## src/hw/pm_pkg.sv

```systemverilog
// page numbers are 8 bits wide, so a pool holds at most 256 pages; a packet spans 1 to 4 pages
package pm_pkg;

  // width of a page number in every struct and port
  localparam int PAGE_W = 8;

  // packet command; len of 0 stands for four pages
  typedef struct packed {
    logic [7:0] tag;
    logic [1:0] len;
  } page_cmd_t;

  // one link memory word
  // when stop is set the chain ends here and next carries no meaning
  typedef struct packed {
    logic              stop;
    logic [PAGE_W-1:0] next;
    logic [7:0]        tag;
  } link_entry_t;

  // one output beat per page
  typedef struct packed {
    logic [7:0]        tag;
    logic [PAGE_W-1:0] page;
    logic [1:0]        idx;
    logic              last;
  } out_beat_t;

  // pages needed by a command
  function automatic logic [2:0] cmd_pages(input logic [1:0] len);
    return (len == 2'd0) ? 3'd4 : {1'b0, len};
  endfunction

  // link word pointing at the following page of a chain
  function automatic link_entry_t link_to(input logic [PAGE_W-1:0] next,
                                          input logic [7:0] tag);
    return '{stop: 1'b0, next: next, tag: tag};
  endfunction

  // stop word with a set flag over an all-zero page number
  function automatic link_entry_t stop_link(input logic [7:0] tag);
    return '{stop: 1'b1, next: '0, tag: tag};
  endfunction

endpackage

```

## src/hw/page_list_mgr.sv

```systemverilog
// num_pages from 4 to 256 and head_depth of at least 2; link and free ports always accept
`timescale 1ns/1ps

module page_list_mgr #(
  parameter int num_pages  = 16,
  parameter int head_depth = 4
) (
  input  logic                clk,
  input  logic                reset,
  input  logic                alloc_srdy,
  output logic                alloc_drdy,
  output logic [7:0]          alloc_page,
  input  logic                lnk_srdy,
  output logic                lnk_drdy,
  input  logic [7:0]          lnk_page,
  input  pm_pkg::link_entry_t lnk_entry,
  input  logic                hq_in_srdy,
  output logic                hq_in_drdy,
  input  logic [7:0]          hq_in_page,
  output logic                hq_out_srdy,
  input  logic                hq_out_drdy,
  output logic [7:0]          hq_out_page,
  input  logic [7:0]          rd_page,
  output pm_pkg::link_entry_t rd_entry,
  input  logic                free_srdy,
  output logic                free_drdy,
  input  logic [7:0]          free_page
);
  import pm_pkg::*;

  localparam int idx_w = $clog2(num_pages);
  localparam int fc_w  = $clog2(num_pages + 1);
  localparam int hq_aw = $clog2(head_depth);
  localparam int hq_cw = $clog2(head_depth + 1);
  localparam logic [idx_w-1:0] last_slot = idx_w'(num_pages - 1);
  localparam logic [fc_w-1:0]  pool_full = fc_w'(num_pages);
  localparam logic [hq_aw-1:0] hq_last   = hq_aw'(head_depth - 1);
  localparam logic [hq_cw-1:0] hq_full   = hq_cw'(head_depth);

  logic [PAGE_W-1:0] free_mem [num_pages];
  logic [idx_w-1:0]  free_rd;
  logic [idx_w-1:0]  free_wr;
  logic [fc_w-1:0]   free_cnt;
  link_entry_t       link_mem [num_pages];
  logic [PAGE_W-1:0] hq_mem [head_depth];
  logic [hq_aw-1:0]  hq_rd;
  logic [hq_aw-1:0]  hq_wr;
  logic [hq_cw-1:0]  hq_cnt;
  logic [num_pages-1:0] page_alloc;
  logic              alloc_xfer;
  logic              free_xfer;
  logic              push_xfer;
  logic              pop_xfer;

  assign alloc_drdy  = (free_cnt != '0);
  assign alloc_page  = free_mem[free_rd];
  // fifo holds every page, so a returned page always fits
  assign free_drdy   = 1'b1;
  assign lnk_drdy    = 1'b1;
  assign hq_in_drdy  = (hq_cnt != hq_full);
  assign hq_out_srdy = (hq_cnt != '0);
  assign hq_out_page = hq_mem[hq_rd];

  assign alloc_xfer = alloc_srdy && alloc_drdy;
  assign free_xfer  = free_srdy && free_drdy;
  assign push_xfer  = hq_in_srdy && hq_in_drdy;
  assign pop_xfer   = hq_out_srdy && hq_out_drdy;

  // free list loaded with 0..num_pages-1 on reset
  always_ff @(posedge clk)
  begin
    if (!reset)
    begin
      for (int i = 0; i < num_pages; i++)
        free_mem[i] <= PAGE_W'(i);
      free_rd  <= '0;
      free_wr  <= '0;
      free_cnt <= pool_full;
    end
    else
    begin
      if (free_xfer)
      begin
        free_mem[free_wr] <= free_page;
        free_wr <= (free_wr == last_slot) ? '0 : free_wr + 1'b1;
      end
      if (alloc_xfer)
        free_rd <= (free_rd == last_slot) ? '0 : free_rd + 1'b1;
      if (alloc_xfer && !free_xfer)
        free_cnt <= free_cnt - 1'b1;
      else if (free_xfer && !alloc_xfer)
        free_cnt <= free_cnt + 1'b1;
    end
  end

  // link and tag store with read data one cycle after rd_page
  always_ff @(posedge clk)
  begin
    if (lnk_srdy && lnk_drdy)
      link_mem[lnk_page[idx_w-1:0]] <= lnk_entry;
    rd_entry <= link_mem[rd_page[idx_w-1:0]];
  end

  always_ff @(posedge clk)
  begin
    if (!reset)
    begin
      hq_rd  <= '0;
      hq_wr  <= '0;
      hq_cnt <= '0;
    end
    else
    begin
      if (push_xfer)
        hq_wr <= (hq_wr == hq_last) ? '0 : hq_wr + 1'b1;
      if (pop_xfer)
        hq_rd <= (hq_rd == hq_last) ? '0 : hq_rd + 1'b1;
      if (push_xfer && !pop_xfer)
        hq_cnt <= hq_cnt + 1'b1;
      else if (pop_xfer && !push_xfer)
        hq_cnt <= hq_cnt - 1'b1;
    end
  end

  always_ff @(posedge clk)
  begin
    if (push_xfer)
      hq_mem[hq_wr] <= hq_in_page;
  end

  // pages currently owned by the writer or reader
  always_ff @(posedge clk)
  begin
    if (!reset)
      page_alloc <= '0;
    else
    begin
      if (alloc_xfer)
        page_alloc[alloc_page[idx_w-1:0]] <= 1'b1;
      if (free_xfer)
        page_alloc[free_page[idx_w-1:0]] <= 1'b0;
    end
  end

  // reader returns only pages it took from a chain
  a_free_not_full: assert property (@(posedge clk) disable iff (!reset)
    free_xfer |-> (free_cnt != pool_full));

  // a handed-out page must be unowned and so can never come from an empty list
  a_alloc_from_free: assert property (@(posedge clk) disable iff (!reset)
    alloc_xfer |-> !page_alloc[alloc_page[idx_w-1:0]]);

  a_link_owned_page: assert property (@(posedge clk) disable iff (!reset)
    (lnk_srdy && lnk_drdy) |-> page_alloc[lnk_page[idx_w-1:0]]);

endmodule

```

## src/hw/page_reader.sv

```systemverilog
// two cycles per page; a stalled beat keeps its page out of the free list
`timescale 1ns/1ps

module page_reader (
  input  logic                clk,
  input  logic                reset,
  input  logic                hq_out_srdy,
  output logic                hq_out_drdy,
  input  logic [7:0]          hq_out_page,
  output logic [7:0]          rd_page,
  input  pm_pkg::link_entry_t rd_entry,
  output logic                free_srdy,
  input  logic                free_drdy,
  output logic [7:0]          free_page,
  output logic                out_srdy,
  input  logic                out_drdy,
  output pm_pkg::out_beat_t   out
);
  import pm_pkg::*;

  typedef enum logic [1:0] {st_idle, st_read, st_beat} state_t;

  state_t            state;
  logic [PAGE_W-1:0] cur_page;
  logic [1:0]        idx_q;
  logic              out_xfer;

  assign hq_out_drdy = (state == st_idle);
  // address stays on cur_page so rd_entry holds steady during a stall
  assign rd_page     = cur_page;
  assign free_page   = cur_page;
  // beat and free complete together
  assign out_srdy    = (state == st_beat) && free_drdy;
  assign free_srdy   = (state == st_beat) && out_drdy;
  assign out_xfer    = out_srdy && out_drdy;

  always_comb
  begin
    out.tag  = rd_entry.tag;
    out.page = cur_page;
    out.idx  = idx_q;
    out.last = rd_entry.stop;
  end

  always_ff @(posedge clk)
  begin
    if (!reset)
      state <= st_idle;
    else
    begin
      case (state)
        st_idle:
          if (hq_out_srdy)
            state <= st_read;
        st_read:
          state <= st_beat;
        st_beat:
          if (out_xfer)
            state <= rd_entry.stop ? st_idle : st_read;
        default:
          state <= st_idle;
      endcase
    end
  end

  always_ff @(posedge clk)
  begin
    if (hq_out_srdy && hq_out_drdy)
    begin
      cur_page <= hq_out_page;
      idx_q    <= 2'd0;
    end
    else if (out_xfer)
    begin
      // follow the chain
      cur_page <= rd_entry.next;
      idx_q    <= idx_q + 2'd1;
    end
  end

  // writer never builds a chain longer than four pages
  a_idx_no_wrap: assert property (@(posedge clk) disable iff (!reset)
    (out_xfer && !rd_entry.stop) |-> (idx_q != 2'd3));

endmodule

```

## src/hw/page_system.sv

```systemverilog
// single writer and single reader; beats leave in command order, latency depends on pool use
`timescale 1ns/1ps

module page_system #(
  parameter int num_pages  = 16,
  parameter int head_depth = 4
) (
  input  logic              clk,
  input  logic              reset,
  input  logic              cmd_srdy,
  output logic              cmd_drdy,
  input  pm_pkg::page_cmd_t cmd,
  output logic              out_srdy,
  input  logic              out_drdy,
  output pm_pkg::out_beat_t out
);
  import pm_pkg::*;

  logic              alloc_srdy;
  logic              alloc_drdy;
  logic [PAGE_W-1:0] alloc_page;
  logic              lnk_srdy;
  logic              lnk_drdy;
  logic [PAGE_W-1:0] lnk_page;
  link_entry_t       lnk_entry;
  logic              hq_in_srdy;
  logic              hq_in_drdy;
  logic [PAGE_W-1:0] hq_in_page;
  logic              hq_out_srdy;
  logic              hq_out_drdy;
  logic [PAGE_W-1:0] hq_out_page;
  logic [PAGE_W-1:0] rd_page;
  link_entry_t       rd_entry;
  logic              free_srdy;
  logic              free_drdy;
  logic [PAGE_W-1:0] free_page;

  page_writer page_writer_inst (.*);

  page_list_mgr #(
    .num_pages  (num_pages),
    .head_depth (head_depth)
  ) page_list_mgr_inst (.*);

  page_reader page_reader_inst (.*);

endmodule

```

## src/hw/page_writer.sv

```systemverilog
// one command in flight at a time; stalls in allocation while the free list is empty
`timescale 1ns/1ps

module page_writer (
  input  logic               clk,
  input  logic               reset,
  input  logic               cmd_srdy,
  output logic               cmd_drdy,
  input  pm_pkg::page_cmd_t  cmd,
  output logic               alloc_srdy,
  input  logic               alloc_drdy,
  input  logic [7:0]         alloc_page,
  output logic               lnk_srdy,
  input  logic               lnk_drdy,
  output logic [7:0]         lnk_page,
  output pm_pkg::link_entry_t lnk_entry,
  output logic               hq_in_srdy,
  input  logic               hq_in_drdy,
  output logic [7:0]         hq_in_page
);
  import pm_pkg::*;

  typedef enum logic [1:0] {st_idle, st_alloc, st_link, st_push} state_t;

  state_t            state;
  logic [7:0]        tag_q;
  logic [2:0]        left_q;
  logic              first_q;
  logic [PAGE_W-1:0] head_q;
  logic [PAGE_W-1:0] prev_q;
  logic              lnk_busy;
  logic              alloc_xfer;

  // a link write still waiting holds back the next allocation
  assign lnk_busy   = lnk_srdy && !lnk_drdy;
  assign cmd_drdy   = (state == st_idle);
  assign alloc_srdy = (state == st_alloc) && !lnk_busy;
  assign alloc_xfer = alloc_srdy && alloc_drdy;
  // head goes out only once the stop word is in memory
  assign hq_in_srdy = (state == st_push) && !lnk_srdy;
  assign hq_in_page = head_q;

  always_ff @(posedge clk)
  begin
    if (!reset)
    begin
      state    <= st_idle;
      lnk_srdy <= 1'b0;
      left_q   <= 3'd0;
      first_q  <= 1'b0;
    end
    else
    begin
      if (lnk_srdy && lnk_drdy)
        lnk_srdy <= 1'b0;
      case (state)
        st_idle:
          if (cmd_srdy)
          begin
            left_q  <= cmd_pages(cmd.len);
            first_q <= 1'b1;
            state   <= st_alloc;
          end
        st_alloc:
          if (alloc_xfer)
          begin
            first_q <= 1'b0;
            left_q  <= left_q - 3'd1;
            // previous page now knows its successor
            if (!first_q)
              lnk_srdy <= 1'b1;
            if (left_q == 3'd1)
              state <= st_link;
          end
        st_link:
          if (!lnk_busy)
          begin
            lnk_srdy <= 1'b1;
            state    <= st_push;
          end
        st_push:
          if (hq_in_srdy && hq_in_drdy)
            state <= st_idle;
        default:
          state <= st_idle;
      endcase
    end
  end

  always_ff @(posedge clk)
  begin
    if (cmd_srdy && cmd_drdy)
      tag_q <= cmd.tag;
    if (alloc_xfer)
    begin
      prev_q <= alloc_page;
      if (first_q)
        head_q <= alloc_page;
      else
      begin
        lnk_page  <= prev_q;
        lnk_entry <= link_to(alloc_page, tag_q);
      end
    end
    // last page of the chain gets the stop word
    if ((state == st_link) && !lnk_busy)
    begin
      lnk_page  <= prev_q;
      lnk_entry <= stop_link(tag_q);
    end
  end

endmodule

```

## config.mk

```make
export PLATFORM = sky130hd
export DESIGN_NAME = page_system
export DESIGN_NICKNAME = d
export VERILOG_FILES = /design/src/hw/pm_pkg.sv /design/src/hw/page_list_mgr.sv /design/src/hw/page_reader.sv /design/src/hw/page_system.sv /design/src/hw/page_writer.sv
export SDC_FILE = /design/constraint.sdc
export NUM_CORES = 1
export LEC_CHECK = 0
export ABC_AREA = 1
export BUFFER_PORTS_ARGS = -buffer_cell sky130_fd_sc_hd__buf_2
export CAP_MARGIN = 5
export CORE_MARGIN = 2
export CORE_UTILIZATION = 30
export DETAILED_ROUTE_END_ITERATION = 12
export PLACE_DENSITY = 0.54
export SLEW_MARGIN = 25
export SYNTH_ARGS = -nofsm -noshare
export SYNTH_HDL_FRONTEND = slang
export SYNTH_SLANG_ARGS = --single-unit
```

## constraint.sdc

```tcl
create_clock -name clk -period 5.6 [get_ports clk]
set_input_delay 0.56 -clock clk [delete_from_list [all_inputs] [get_ports clk]]
set_output_delay 0.56 -clock clk [all_outputs]
set_load 0.005 [all_outputs]
```

Yosys cells after proc, flatten, opt, wreduce, memory -nomap -nowiden --
Memory sizes are Yosys's and may differ from the RTL's. A register that Yosys moved wholly into a read port is not among the register bits. Cells that the tools add are included.
Word-level totals: register bits 80, memory bits (writable) 432, bits of input ports 14, memories kept 3
Memories:
- page_list_mgr_inst.link_mem | words 16, width 17, rd ports 1, clocked after Yosys merged registers in 1, wr ports 1, RTL line page_list_mgr.sv:44 | link_entry_t link_mem [num_pages];
- page_list_mgr_inst.free_mem | words 16, width 8, rd ports 1, clocked after Yosys merged registers in 1, wr ports 16, RTL line page_list_mgr.sv:40 | logic [PAGE_W-1:0] free_mem [num_pages];
- page_list_mgr_inst.hq_mem | words 4, width 8, rd ports 1, clocked after Yosys merged registers in 1, wr ports 1, RTL line page_list_mgr.sv:45 | logic [PAGE_W-1:0] hq_mem [head_depth];
Cells by class: $add $sub $neg 10, eq/ne operators 18, mux-type cells 50, bitwise operators 1, reductions and logical operators 32
Operators by type and width (count):
- 2-to-1 mux 8 bit | 6
- 2-to-1 mux 4 bit | 8
- 2-to-1 mux 2 bit | 10
- 2-to-1 mux 3 bit | 5
- 2-to-1 mux 1 bit | 14
- equality test 2 bit, second input constant | 5
- logical AND 1 bit | 10
- 2-to-1 mux 5 bit | 2
- nonzero test 2 bit | 5
- adder 4 x 1 -> 4 bit, second input constant | 2
- equality test 4 bit, second input constant | 2
- inequality test 2 bit, second input constant | 4
- one-hot mux 2 bit (4 select lines) | 1
- AND reduction 2 bit | 4
- OR reduction 8 bit | 1
- adder 2 x 1 -> 2 bit, second input constant | 3
- zero test 2 bit | 3
- inequality test 2 x 1 -> 1 bit, second input constant | 3
- one-hot mux 2 bit (3 select lines) | 1
- one-hot mux 3 bit (2 select lines) | 1
- subtractor 3 x 1 -> 3 bit, second input constant | 2
- adder 5 x 1 -> 5 bit, second input constant | 1
- zero test 1 bit | 5
- nonzero test 5 bit | 1
- 10 further kinds | 12

Depth between registers and ports, before layout --
depth in word-level cells 7, mapped depth 16

Modules after synthesis --
A second synthesis with hierarchy kept.
Unflattened totals: cell total of the unflattened synthesis 2012, area, all modules 22818.1 um2
Modules (own cells, without submodules):
- page_list_mgr | instances 1, cells an instance 1758, area an instance 20023.0 um2
- page_writer | instances 1, cells an instance 164, area an instance 2053.2 um2
- page_reader | instances 1, cells an instance 90, area an instance 742.0 um2

Least setup slack after synthesis --
No wires, ideal clock.
path type flip-flop to flip-flop, from register page_writer_inst.lnk_page[2], to memory page_list_mgr_inst.link_mem[10][0] (netlist name) (enable), library setup time 0.413 ns, arrival 1.787 ns, required time 5.187 ns, slack 3.400 ns, stages on the path, launching flop included 4, clock period less this slack 2.200 ns, cells stage by stage edfxtp_1 > inv_1 > nand3_1 > nor3_1
RTL lines:
- start: declaration | RTL line page_writer.sv:15 | output logic [7:0] lnk_page,
- start signal: assignment | RTL line page_writer.sv:101 | lnk_page <= prev_q;
- start signal: assignment | RTL line page_writer.sv:108 | lnk_page <= prev_q;
- end: declaration | RTL line page_list_mgr.sv:44
Straight into the memory's write port.

Final worst setup path --
from register page_reader_inst.cur_page[0], in the netlist page_reader_inst.free_page[0], to output port out[3] (netlist name)
RTL lines:
- start: declaration | RTL line page_reader.sv:24 | logic [PAGE_W-1:0] cur_page;
- start signal: assignment | RTL line page_reader.sv:70 | cur_page <= hq_out_page;
- start signal: assignment | RTL line page_reader.sv:76 | cur_page <= rd_entry.next;
- end: declaration | RTL line page_system.sv:15 | output pm_pkg::out_beat_t out
No word-level cell between the ends.

==> metrics.yaml <==
critical_path_class: "reg -> out"
finalMaxSlewViolations: 0
gp_congestion: 0.869
area_delta_synth_final_pct: 13.3
fmax_ghz: 0.328
crit_fanout: 89
drtPass1Iterations: 9
yosys.area_share.simple: 0.167
leakagePower_nw: 9.24
synth_top_family_by_area: "simple AND/OR/NAND/NOR gates"
die_h_um: 276
multiInputGateArea_um2: 5650
tightest_slew_ps: 944
rows: 99
hold_buffers: 0
h-tree-depth: 2
netlist_area_um2: 22200
finalSetupTns_ps: 0
rsz0062_at_grt: "no"
cts-root-buf: "clkbuf_16"
max-slew-margin-rel: 0.367
instances_no_fill: 3015
synth.net_count: 2041
yosys-mux-area-fraction: 0
setup_viol: 0
synth_seq_cells: 535
synthAdderAreaFrac: 0.0122
startpoint: "page_reader_inst.free_page[0]"
core_area_um2: 73100
drc: 1
die_w_um: 276
seq_area_um2: 15400
synth-xor-area-share: 0.00158
grt_max_degree: 107
crit_path_top_delay_cell: "buf_4"
ios: 35
violations: "DRC"
clock_sinks: 535
fin_crit_sh: 0.545
hold_start: "cmd[8]"
wl_per_cell_um: 18.5
drive_above_1_share: 0.105
routed_wl_um: 55700
ys_seq_area_frac: 0.695
initial_utilization: 0.304
die-area_um2: 76200
crit_chain: "buf_4 > buf_4 > buf_2"
hold_viol: 0
ant_nets: 0
crit_required_ps: 5040
fill_cells: 7248
endpoint_kind: "output port"
finalPower_w: 0.0127
drtIter0Drc: 1205
cpMostUsedCell: "buf_4"
synth_cells: 2006
synth_flop_cell: "edfxtp_1"
diodes: 0
final_common_cell: "edfxtp_1"
post-route-min-period_ps: 3050
routed_via_density: 4.78
clk_pin_slew_ps: 70
synth_edf_count: 472
num-nets-final: 2047
grt_pass1_wl_um: 84500
vdd_drop_max_uv: 284
grt.overflow.total: 0
max_stage_delay_ps: 770
numPortBuffers: 34
finClkSkew_ps: 21.4
dp_cells: 2916
p_per_area_nw_per_um2: 504
min_path_cells: 1
ys_types: 36
mostFrequentLayoutCells: "edfxtp_1, nor2_1, nand2_1"
cts_resized: 0
cts_max_path_buffers: 3
grtUsageTotal: 0.143
reg2regPathDepth: 9
critPathLaunchType: "register"
grt_pass1_vias: 14084
maxCapViolations: 0
clock_latency_ps: 620
dr_total_vias: 14398
synth_compound_area_frac: 0.0701
worstPathArrival_ps: 2490
cts_buffers: 53
ys_async_sr_fraction: 0
postCtsSetupBuffers: 0
hpwl_um: 33000
tritoncts: "built"
antenna_found_initial: 0
hold_path_class: "in -> reg"
status: "finished with violations"
ys_warn_count: 0
syn_area_per_cell_um2: 11.1
per-layer routing:
metal / track usage / share of wire / up-vias
li1: - / - / 6830
met1: 0.196 / 0.45 / 7080
met4: 0.0383 / 0.023 / 0
met2: 0.235 / 0.47 / 396
met5: 0 / 0 / -
met3: 0.0247 / 0.058 / 92
power by group:
group,total [W],leakage (nW),switching [W],internal [W]
Combinational,0.00344,3.50,0.00252,0.000920
Sequential,0.00553,4.86,0.000482,0.00505
Clock,0.00372,0.877,0.00159,0.00213
kinds of logic (layout without fill, tap and decap cells):
group / after synthesis / count (layout)
and+or+nand+nor: 884 / 884
DFF: 535 / 535
buffers and inverters: 290 / 340
AOI/OAI and AO/OA: 272 / 272
adders and majority gates: 21 / 21
xor gates and xnor gates: 4 / 4
state kept, by name (all words and copies together), names as in the netlist, 5 cells and up, named ones only:
| signal | count |
|---|---|
| page_list_mgr_inst.rd_entry | 17 |
| page_list_mgr_inst.free_mem | 128 |
| page_list_mgr_inst.hq_mem | 32 |
| page_list_mgr_inst.free_cnt | 5 |
| page_writer_inst.tag_q | 8 |
| page_writer_inst.hq_in_page | 8 |
| page_reader_inst.free_page | 8 |
| page_writer_inst.lnk_entry | 17 |
| page_list_mgr_inst.link_mem | 272 |
worst paths after layout:
path / slack, ps / endpoint
worst max-delay path: 2550 / out[3]
worst min-delay path: 120 / page_writer_inst.tag_q[6]
worst max register to register: 2670 / page_writer_inst.lnk_entry[15]
worst min register to register: 420 / page_writer_inst.lnk_entry[0]
final cells by class:
| class | count | area share |
|---|---|---|
| clock inverters | 31 | 0.0162 |
| inverters | 182 | 0.0276 |
| flip-flops and latches | 535 | 0.613 |
| multi-input cells | 1181 | 0.225 |
| repair buffers | 59 | 0.0144 |
| well taps | 959 | 0.0477 |
| clock buffers | 68 | 0.0561 |
worst max-delay path, delay by kind of cell, from the launching register on:
family,cells,cell delay (ps)
buf+inv,3,1450
flops,1,390
cells in the mapped netlist (3+ instances only):
master,number,share of area
nor2_4,8,0.0041
clkbuf_1,50,0.0084
a21oi_1,19,0.0043
xor2_1,3,0.0012
nor3_1,9,0.0020
buf_2,30,0.0068
edfxtp_1,472,0.64
inv_1,163,0.028
buf_1,11,0.0019
a31oi_1,8,0.0023
nor2_2,12,0.0034
o21ai_0,172,0.039
nand4_1,3,0.00085
buf_4,17,0.0057
ha_1,20,0.011
nand2_1,302,0.051
nand2_4,8,0.0041
nand3_1,157,0.035
nor2_1,374,0.063
dfxtp_1,63,0.057
inv_2,15,0.0025
o211ai_1,69,0.023
nand2_2,8,0.0023
metrics by stage:
stage | hold WS, ps | utilization | setup slack (ps) | instance area [µm²]
after detailed placement | 411 | 0.319 | 3070 | 23300
after CTS | 95.1 | 0.344 | 2500 | 25200
after global routing | 103 | 0.344 | 2430 | 25200
final | 125 | 0.344 | 2550 | 25200
after floorplan | 400 | - | 3400 | 22200
after global placement | 409 | 0.319 | 3080 | 23300
Note: power is estimated with default switching activity, not from simulation.
